--- src/memOpPkg.sv ---
/*
 * Memory operation semantics
 * Opcodes, environment codes, access sizes, execution states and the
 * misaligned access rule shared by both lanes
 */
package memOpPkg;

    localparam int AddrWidth = 32;

    typedef enum logic [2:0] {
        LOAD,
        ENV,
        FENCE_I,
        OTHER
    } memOpType;

    typedef enum logic [2:0] {
        BREAK,
        CALL,
        MRET,
        INSN_ILLEGAL,
        INSN_VIOLATION
    } envCode;

    typedef enum logic [1:0] {
        BYTE,
        HALF,
        WORD
    } accessSize;

    typedef enum logic [3:0] {
        NOT_FINISHED,
        SUCCESS,
        REFETCH_THIS,
        REFETCH_NEXT,
        TRAP_EBREAK,
        TRAP_ECALL,
        TRAP_MRET,
        FAULT_INSN_ILLEGAL,
        FAULT_INSN_VIOLATION,
        FAULT_LOAD_MISALIGNED,
        FAULT_LOAD_VIOLATION,
        FAULT_STORE_MISALIGNED,
        FAULT_STORE_VIOLATION
    } execState;

    // Natural alignment only, bytes never fault
    function automatic logic isMisaligned(logic [AddrWidth-1:0] addr, accessSize size);
        case (size)
            HALF:    return addr[0];
            WORD:    return |addr[1:0];
            default: return 1'b0;
        endcase
    endfunction

endpackage

--- src/stagePipePkg.sv ---
/*
 * Pipeline structure of the tag access stage
 * Active-list pointer, lane slot entry, lane result and credit width
 */
package stagePipePkg;

    import memOpPkg::*;

    localparam int PtrWidth    = 5;
    localparam int CreditWidth = 3;

    typedef logic [PtrWidth-1:0] activePtr;

    // Issued operation together with its lookup status
    typedef struct packed {
        memOpType               opType;
        envCode                 envCode;
        logic [AddrWidth-1:0]   addr;
        accessSize              size;
        logic                   mapIllegal;
        activePtr               activePtr;
        logic                   regValid;
        logic                   forwarded;
        logic                   forwardMiss;
        logic                   hasMshr;
        logic                   mshrHit;
        logic                   dcHit;
        logic                   conflict;
    } laneEntry;

    typedef struct packed {
        execState   execState;
        activePtr   activePtr;
        logic       replay;
        logic       orderViolation;
    } laneResult;

endpackage

--- src/laneIf.sv ---
/*
 * Link between the stage control and one lane resolver
 * Slot contents and update go out, the resolved result comes back
 */
`timescale 1ns/100ps

interface laneIf import stagePipePkg::*; (
    input logic clk
);

    laneEntry   entry;
    // Slot occupied and not hit by the flush
    logic       update;
    laneResult  result;

    modport ctrl (
        input  clk,
        output entry,
        output update,
        input  result
    );

    // Resolver is purely combinational over the slot
    modport resolver (
        input  clk,
        input  entry,
        input  update,
        output result
    );

endinterface

--- src/stageControl.sv ---
/*
 * Tag access stage control
 * One slot per lane with selective flush, downstream credit counters,
 * upstream credit return and the registered lane results
 */
`timescale 1ns/100ps

module stageControl import stagePipePkg::*; #(
    parameter int DownCredits = 2
) (
    input  logic      clk,
    input  logic      rstN,
    input  laneEntry  ldIn,
    input  logic      ldInValid,
    input  laneEntry  stIn,
    input  logic      stInValid,
    input  logic      flushValid,
    input  activePtr  flushHead,
    input  activePtr  flushTail,
    input  logic      ldCreditIn,
    input  logic      stCreditIn,
    laneIf.ctrl       ldLane,
    laneIf.ctrl       stLane,
    output logic      ldCreditOut,
    output logic      stCreditOut,
    output laneResult ldOut,
    output logic      ldOutValid,
    output laneResult stOut,
    output logic      stOutValid
);

    // Lane 0 is the load lane, lane 1 the store lane
    localparam int Lanes = 2;

    laneEntry               inEntry [Lanes];
    laneEntry               slot    [Lanes];
    laneResult              laneRes [Lanes];
    laneResult              outReg  [Lanes];
    logic [CreditWidth-1:0] downCnt [Lanes];
    logic [Lanes-1:0]       inValid;
    logic [Lanes-1:0]       creditIn;
    logic [Lanes-1:0]       slotValid;
    logic [Lanes-1:0]       flushHit;
    logic [Lanes-1:0]       update;
    logic [Lanes-1:0]       emit;
    logic [Lanes-1:0]       creditRet;
    logic [Lanes-1:0]       outValid;

    // Head inclusive, tail exclusive, wraps; head == tail covers everything
    function automatic logic inFlushRange(activePtr head, activePtr tail, activePtr ptr);
        if (head == tail) begin
            return 1'b1;
        end
        if (head < tail) begin
            return (ptr >= head) && (ptr < tail);
        end
        return (ptr >= head) || (ptr < tail);
    endfunction

    assign inEntry[0] = ldIn;
    assign inEntry[1] = stIn;
    assign inValid    = {stInValid, ldInValid};
    assign creditIn   = {stCreditIn, ldCreditIn};

    assign ldLane.entry  = slot[0];
    assign ldLane.update = update[0];
    assign stLane.entry  = slot[1];
    assign stLane.update = update[1];
    assign laneRes[0]    = ldLane.result;
    assign laneRes[1]    = stLane.result;

    always_comb begin
        for (int i = 0; i < Lanes; i++) begin
            flushHit[i] = slotValid[i] && flushValid
                          && inFlushRange(flushHead, flushTail, slot[i].activePtr);
            update[i]   = slotValid[i] && !flushHit[i];
            // Held in the slot until the lane has a downstream credit
            emit[i]     = update[i] && (downCnt[i] != '0);
        end
    end

    always_ff @(posedge clk) begin
        for (int i = 0; i < Lanes; i++) begin
            if (inValid[i]) begin
                slot[i] <= inEntry[i];
            end
        end
    end

    always_ff @(posedge clk) begin
        if (!rstN) begin
            slotValid <= '0;
            outValid  <= '0;
            creditRet <= '0;
            for (int i = 0; i < Lanes; i++) begin
                downCnt[i] <= CreditWidth'(DownCredits);
                outReg[i]  <= '0;
            end
        end else begin
            for (int i = 0; i < Lanes; i++) begin
                if (inValid[i]) begin
                    slotValid[i] <= 1'b1;
                end else if (emit[i] || flushHit[i]) begin
                    slotValid[i] <= 1'b0;
                end
                downCnt[i] <= downCnt[i] - CreditWidth'(emit[i]) + CreditWidth'(creditIn[i]);
                if (emit[i]) begin
                    outReg[i] <= laneRes[i];
                end
            end
            outValid  <= emit;
            // Upstream credit comes back the cycle after the slot empties
            creditRet <= emit | flushHit;
        end
    end

    assign ldOut       = outReg[0];
    assign ldOutValid  = outValid[0];
    assign ldCreditOut = creditRet[0];
    assign stOut       = outReg[1];
    assign stOutValid  = outValid[1];
    assign stCreditOut = creditRet[1];

    for (genvar i = 0; i < Lanes; i++) begin : gLaneChk
        // Upstream must wait for its credit before sending again
        assert property (@(posedge clk) disable iff (!rstN)
            inValid[i] |-> !slotValid[i]);
        assert property (@(posedge clk) disable iff (!rstN)
            downCnt[i] <= CreditWidth'(DownCredits));
        assert property (@(posedge clk) disable iff (!rstN)
            $rose(outValid[i]) |-> $past(downCnt[i]) != '0);
    end

endmodule

--- src/loadResolver.sv ---
/*
 * Load lane resolver
 * Derives result validity from forwarding, MSHR and cache status, maps
 * ENV and FENCE.I to their states and applies the load fault checks
 */
`timescale 1ns/100ps

module loadResolver import memOpPkg::*, stagePipePkg::*; (
    laneIf.resolver lane
);

    laneEntry   op;
    logic       isLoad;
    logic       resValid;
    execState   state;

    assign op     = lane.entry;
    assign isLoad = (op.opType == LOAD);

    // Data source priority: forwarding, own MSHR, MSHR hit, then cache
    always_comb begin
        if (!isLoad) begin
            resValid = op.regValid;
        end else if (op.forwarded) begin
            resValid = !op.forwardMiss && op.regValid;
        end else if (op.hasMshr) begin
            resValid = op.mshrHit && op.regValid;
        end else if (op.mshrHit) begin
            resValid = op.regValid;
        end else begin
            resValid = op.dcHit && op.regValid;
        end
    end

    always_comb begin
        if (!lane.update || !resValid) begin
            state = NOT_FINISHED;
        end else begin
            case (op.opType)
                LOAD: state = SUCCESS;
                ENV: begin
                    case (op.envCode)
                        BREAK:          state = TRAP_EBREAK;
                        CALL:           state = TRAP_ECALL;
                        MRET:           state = TRAP_MRET;
                        INSN_ILLEGAL:   state = FAULT_INSN_ILLEGAL;
                        INSN_VIOLATION: state = FAULT_INSN_VIOLATION;
                        default:        state = TRAP_EBREAK;
                    endcase
                end
                // Later ops must not see stale ICache data
                FENCE_I: state = REFETCH_NEXT;
                default: state = SUCCESS;
            endcase
        end
        // Illegal map wins over misalignment
        if (isLoad && state == SUCCESS) begin
            if (op.mapIllegal) begin
                state = FAULT_LOAD_VIOLATION;
            end else if (isMisaligned(op.addr, op.size)) begin
                state = FAULT_LOAD_MISALIGNED;
            end
        end
    end

    always_comb begin
        lane.result.execState      = state;
        lane.result.activePtr      = op.activePtr;
        lane.result.replay         = lane.update && !resValid;
        lane.result.orderViolation = 1'b0;
    end

    // A replayed op never reaches the trap handler
    assert property (@(posedge lane.clk)
        lane.update && lane.result.replay
        |-> !(lane.result.execState inside {TRAP_EBREAK, TRAP_ECALL, TRAP_MRET}));

endmodule

--- src/storeResolver.sv ---
/*
 * Store lane resolver
 * Resolves the store state, flags memory order violations and raises
 * replay for stores without valid data
 */
`timescale 1ns/100ps

module storeResolver import memOpPkg::*, stagePipePkg::*; (
    laneIf.resolver lane
);

    laneEntry   op;
    logic       done;
    execState   state;

    assign op   = lane.entry;
    assign done = lane.update && op.regValid;

    always_comb begin
        if (!done) begin
            state = NOT_FINISHED;
        end else if (op.conflict) begin
            // Store itself is fine, restart from the next op
            state = REFETCH_NEXT;
        end else begin
            state = SUCCESS;
        end
        if (state inside {SUCCESS, REFETCH_NEXT}) begin
            if (op.mapIllegal) begin
                state = FAULT_STORE_VIOLATION;
            end else if (isMisaligned(op.addr, op.size)) begin
                state = FAULT_STORE_MISALIGNED;
            end
        end
    end

    always_comb begin
        lane.result.execState      = state;
        lane.result.activePtr      = op.activePtr;
        lane.result.replay         = lane.update && !op.regValid;
        // Still reported to the dependence predictor when a fault overrides
        lane.result.orderViolation = done && op.conflict;
    end

endmodule

--- src/tagAccessStage.sv ---
/*
 * Memory tag access stage, one load lane and one store lane
 * Packs the issued operations into slot entries and connects the
 * stage control to the two lane resolvers
 */
`timescale 1ns/100ps

module tagAccessStage import memOpPkg::*, stagePipePkg::*; #(
    parameter int DownCredits = 2
) (
    input  logic                 clk,
    input  logic                 rstN,
    input  logic                 ldInValid,
    input  memOpType             ldOpType,
    input  envCode               ldEnvCode,
    input  logic [AddrWidth-1:0] ldAddr,
    input  accessSize            ldSize,
    input  logic                 ldMapIllegal,
    input  activePtr             ldActivePtr,
    input  logic                 ldRegValid,
    input  logic                 ldForwarded,
    input  logic                 ldForwardMiss,
    input  logic                 ldHasMshr,
    input  logic                 ldMshrHit,
    input  logic                 ldDcHit,
    input  logic                 stInValid,
    input  logic [AddrWidth-1:0] stAddr,
    input  accessSize            stSize,
    input  logic                 stMapIllegal,
    input  activePtr             stActivePtr,
    input  logic                 stRegValid,
    input  logic                 stConflict,
    input  logic                 flushValid,
    input  activePtr             flushHead,
    input  activePtr             flushTail,
    input  logic                 ldCreditIn,
    input  logic                 stCreditIn,
    output logic                 ldCreditOut,
    output logic                 stCreditOut,
    output logic                 ldOutValid,
    output execState             ldExecState,
    output activePtr             ldActivePtrOut,
    output logic                 ldReplay,
    output logic                 stOutValid,
    output execState             stExecState,
    output activePtr             stActivePtrOut,
    output logic                 stReplay,
    output logic                 orderViolation
);

    laneEntry   ldIn;
    laneEntry   stIn;
    laneResult  ldOut;
    laneResult  stOut;

    laneIf ldLane (.clk(clk));
    laneIf stLane (.clk(clk));

    always_comb begin
        ldIn             = '0;
        ldIn.opType      = ldOpType;
        ldIn.envCode     = ldEnvCode;
        ldIn.addr        = ldAddr;
        ldIn.size        = ldSize;
        ldIn.mapIllegal  = ldMapIllegal;
        ldIn.activePtr   = ldActivePtr;
        ldIn.regValid    = ldRegValid;
        ldIn.forwarded   = ldForwarded;
        ldIn.forwardMiss = ldForwardMiss;
        ldIn.hasMshr     = ldHasMshr;
        ldIn.mshrHit     = ldMshrHit;
        ldIn.dcHit       = ldDcHit;
    end

    // Store lane carries only the store fields
    always_comb begin
        stIn            = '0;
        stIn.addr       = stAddr;
        stIn.size       = stSize;
        stIn.mapIllegal = stMapIllegal;
        stIn.activePtr  = stActivePtr;
        stIn.regValid   = stRegValid;
        stIn.conflict   = stConflict;
    end

    stageControl #(
        .DownCredits(DownCredits)
    ) control (
        .clk        (clk),
        .rstN       (rstN),
        .ldIn       (ldIn),
        .ldInValid  (ldInValid),
        .stIn       (stIn),
        .stInValid  (stInValid),
        .flushValid (flushValid),
        .flushHead  (flushHead),
        .flushTail  (flushTail),
        .ldCreditIn (ldCreditIn),
        .stCreditIn (stCreditIn),
        .ldLane     (ldLane.ctrl),
        .stLane     (stLane.ctrl),
        .ldCreditOut(ldCreditOut),
        .stCreditOut(stCreditOut),
        .ldOut      (ldOut),
        .ldOutValid (ldOutValid),
        .stOut      (stOut),
        .stOutValid (stOutValid)
    );

    loadResolver ldResolver (.lane(ldLane.resolver));

    storeResolver stResolver (.lane(stLane.resolver));

    assign ldExecState    = ldOut.execState;
    assign ldActivePtrOut = ldOut.activePtr;
    assign ldReplay       = ldOut.replay;
    assign stExecState    = stOut.execState;
    assign stActivePtrOut = stOut.activePtr;
    assign stReplay       = stOut.replay;
    assign orderViolation = stOut.orderViolation;

endmodule

--- config.mk ---
export PLATFORM = sky130hd
export DESIGN_NAME = tagAccessStage
export DESIGN_NICKNAME = d
export VERILOG_FILES = /design/src/memOpPkg.sv /design/src/stagePipePkg.sv /design/src/laneIf.sv /design/src/stageControl.sv /design/src/loadResolver.sv /design/src/storeResolver.sv /design/src/tagAccessStage.sv
export SDC_FILE = /design/constraint.sdc
export NUM_CORES = 1
export LEC_CHECK = 0
export ABC_CLOCK_PERIOD_IN_PS = 4600
export BUFFER_PORTS_ARGS = -buffer_cell sky130_fd_sc_hd__buf_2
export CAP_MARGIN = 5
export CORE_UTILIZATION = 35
export DETAILED_ROUTE_END_ITERATION = 16
export GPL_TIMING_DRIVEN = 0
export SLEW_MARGIN = 30
export SYNTH_ARGS = -nofsm -noshare
export SYNTH_HDL_FRONTEND = slang
export SYNTH_HIERARCHICAL = 1
export SYNTH_SLANG_ARGS = --single-unit
--- constraint.sdc ---
create_clock -name clk -period 4.6 [get_ports clk]
set_input_delay 0.92 -clock clk [delete_from_list [all_inputs] [get_ports clk]]
set_output_delay 0.92 -clock clk [all_outputs]
set_load 0.1 [all_outputs]
==> results.txt <==
In this run the cell area of the synthesized design comes to 3430 um^2. The highest ir drop seen on vdd is 0.192 mV. The cell count along the critical path came out at 17. Setup total negative slack on the finished layout was measured at 0 ps. The maximum number of buffers from clock root to sink came out at 2. The end-of-flow core utilization is 0.448. The final layout contains routed wiring with a total length of 6940 um.

TritonCTS built the clock tree. The average detailed-routed wire length per instance is 13.3 um. The total count of max-transition violations in the final report came to 0. In this run the static leakage power is 1.86 nW. STA classifies the critical path endpoint as a register.

The total nets after synthesis is 446. After detailed routing, the number of remaining DRC violations is 0. The CTS buffer count came out at 9. The number of hold buffers added after CTS was 0. The endpoint required time on the critical path came out at 4830 ps. The effective utilization at floorplan is 0.366.

The signal on the critical path passes through buf_2 -> inv_1 -> ha_1 -> a21o_2 -> a31oi_4 -> o32ai_1 -> nor2_1 -> buf_2 -> inv_2 -> ha_1 -> inv_1 -> ha_1 -> inv_1 -> fa_1 -> xor2_1 -> xnor2_1 -> nor2_1. The number of setup violations in the final report came out at 0. Summing all placed instances gives a cell area of 3960 um^2.

The internal power summed over all cells came out at 1.26 mW. The die is 101 um tall. The number of cells traversed by the worst hold path is 2. Once detail routing completed, the nets flagged for antenna violations numbered 0. The die covers 10200 um^2.

The kind of launch point of the worst setup path is an input port. The combined global-route utilization of all metal layers is 0.144. The number of standard cells after synthesis is 302. The core region is 9370 um^2. In this run the power density over the cells is 471 nW/um^2. Counting both buffers and inverters, the worst setup path holds a total of 6. The switching portion of total power came out at 0.361. The worst hold path belongs to the class reg -> reg. The number of DRC violations after detailed-routing iteration 0 came out at 159. The initial antenna violation count is 0. The switching power summed over all nets is 714 uW.

The final hold violation count came to 0. The largest individual stage delay along the critical path comes from the cell sky130_fd_sc_hd__nor2_1. The delay of the slowest cell on the worst path came out at 360 ps. Post-CTS repair changed the size of 0 cells. The count of synthesis-stage warnings from yosys came out at 6. The routability congestion estimate is 0.831. The worst pin sits at a relative slew slack of 0.655. The largest net degree at the start of global routing came out at 24.

The number of detailed-routing iterations run before antenna repair came out at 4. The tree built by TritonCTS fans out to 67 sinks. The setup skew after layout came out at 8.69 ps. Excluding fillers, the count of instances in the completed layout stands at 521. After detailed routing, the number of vias per cell comes to 4.68. Compared with the post-synthesis result, the final layout area differs by 22.5%.

Max-cap violations in this run came to 0. The depth of the worst register-to-register path came out at 16. The count of fill cells added during filler insertion is 916. The overall via count from detail_route came out at 2440. In this run, placement finished with an instance count of 505. The final layout contains 531 nets. The insertion delay to the later sink of the worst-skew pair is 350 ps. Of the cells placed in the final design, the portion with a size suffix greater than 1 is 0.291. The first-pass GRT wire length is 11000 um. Row generation in the floorplan step produced 35 rows. The worst setup path is of the in -> reg kind. The post-CTS setup repair buffer count came out at 0.

The I/O pin count came out at 136. The number of global-route vias before repair is 2326. The sum of net half-perimeters after detailed placement is 5340 um. The total congestion overflow is 0. Broken down by cell family, the worst path's largest delay share belongs to adder cells. The number of buffer cells added on primary ports is 74. Setup repair after global routing left no endpoint under its margin.

The final instance area is 4200 um^2. The mean cell area of the mapped netlist is 11.4 um^2. The buffer type at the clock tree root is sky130_fd_sc_hd__clkbuf_8.

The clock period minus worst slack came out at 3660 ps. The clock transition at the registers of the reported paths is 70 ps. For the worst setup path, the data arrival time is 3890 ps.

The fraction of power consumed by the clock network is 0.301. The die is 101 um wide. The depth of the CTS H-tree came out at 3. The number of diodes added for antenna fixing came out at 0. The flow ran to the end, and the final reports show no timing, DRC or antenna violations. The highest fanout seen on the critical path is 10. Derived from the worst setup path, the maximum achievable clock frequency is 0.273 GHz. Dividing the final minimum period by the clock period gives 0.796. The sequential group share of total power came out at 0.399.

The share of total power dissipated in combinational logic is 0.300. The slew at the pin closest to its max-slew limit came out at 517 ps.
[power groups by stage]
stage | clock network, mW | registers (mW) | logic [mW]
2_1_floorplan | 0 | 1.04 | 0.232
3_3_place_gp | 0 | 0.802 | 0.584
3_5_place_dp | 0 | 0.804 | 0.594
4_1_cts | 0.612 | 0.791 | 0.597
5_1_grt | 0.631 | 0.801 | 0.645
6_report | 0.595 | 0.790 | 0.592
[worst reg2reg max path: cells and delay by family (launching register included)]
family | cells | cell delay [ps]
adder cells (fa/ha/maj) | 4 | 1100
AO/OA/AOI/OAI | 4 | 560
flip-flops | 1 | 460
buffers and inverters | 4 | 440
AND/OR/NAND/NOR | 2 | 420
XOR/XNOR | 2 | 310
[path summary, 6_finish.rpt]
path,from,to,slack (ps)
max reg2reg,control/slot[0][9]$_DFFE_PP_,control/downCnt[0][2]$_SDFF_PN0_,1210
min,control/slotValid[0]$_SDFFE_PN0P_,control/creditRet[0]$_SDFF_PN0_,500
min reg2reg,control/slotValid[0]$_SDFFE_PN0P_,control/creditRet[0]$_SDFF_PN0_,500
max,flushTail[4],control/downCnt[0][2]$_SDFF_PN0_,940
[flip-flops by register name, summed over array words and instances (netlist names)]
register and flops:
control/slot 34, control/outReg 21, control/downCnt 6, control/creditRet 2
control/outValid 2, control/slotValid 2
[area by class of cell]
type                    count  area [um^2]  area share
plain buffers              19          114      0.0271
clock buffers               9          124      0.0295
clock inverters             7          115      0.0274
inverters                  29          109      0.0259
multi-input cells         187         1310       0.313
flip-flops and latches     67         1890       0.451
well taps                 129          161      0.0384
repair buffers             74          370      0.0882
[stage by stage]
step	hold slack [ps]	total power [mW]	setup slack, ps
2_1_floorplan	448	1.28	1030
3_3_place_gp	483	1.39	624
3_5_place_dp	481	1.40	581
4_1_cts	501	2.00	950
5_1_grt	534	2.08	679
6_report	498	1.98	940
[routing by layer]
metal,track usage,vias up,share of wire,wire length [um]
li1,-,1241,-,-
met1,0.180,1105,0.45,3130
met2,0.235,84,0.46,3220
met3,0.0506,10,0.073,507
met4,0.0446,0,0.012,83
met5,0,-,0,0
[placed cells by master (no fill, tap or decap), types with 4 or more instances in the layout]
master,instances
sky130_fd_sc_hd__buf_2,78
sky130_fd_sc_hd__edfxtp_1,55
sky130_fd_sc_hd__nand2_1,39
sky130_fd_sc_hd__a21oi_1,31
sky130_fd_sc_hd__ha_1,31
sky130_fd_sc_hd__inv_1,28
sky130_fd_sc_hd__nor2_1,14
sky130_fd_sc_hd__dfxtp_1,12
sky130_fd_sc_hd__buf_4,10
sky130_fd_sc_hd__clkbuf_8,9
sky130_fd_sc_hd__o21ai_1,5
sky130_fd_sc_hd__nand2b_1,5
sky130_fd_sc_hd__clkbuf_1,5
sky130_fd_sc_hd__a31oi_1,4
sky130_fd_sc_hd__o21ai_0,4
sky130_fd_sc_hd__and2_1,4
(Power assumes the default switching activity.)
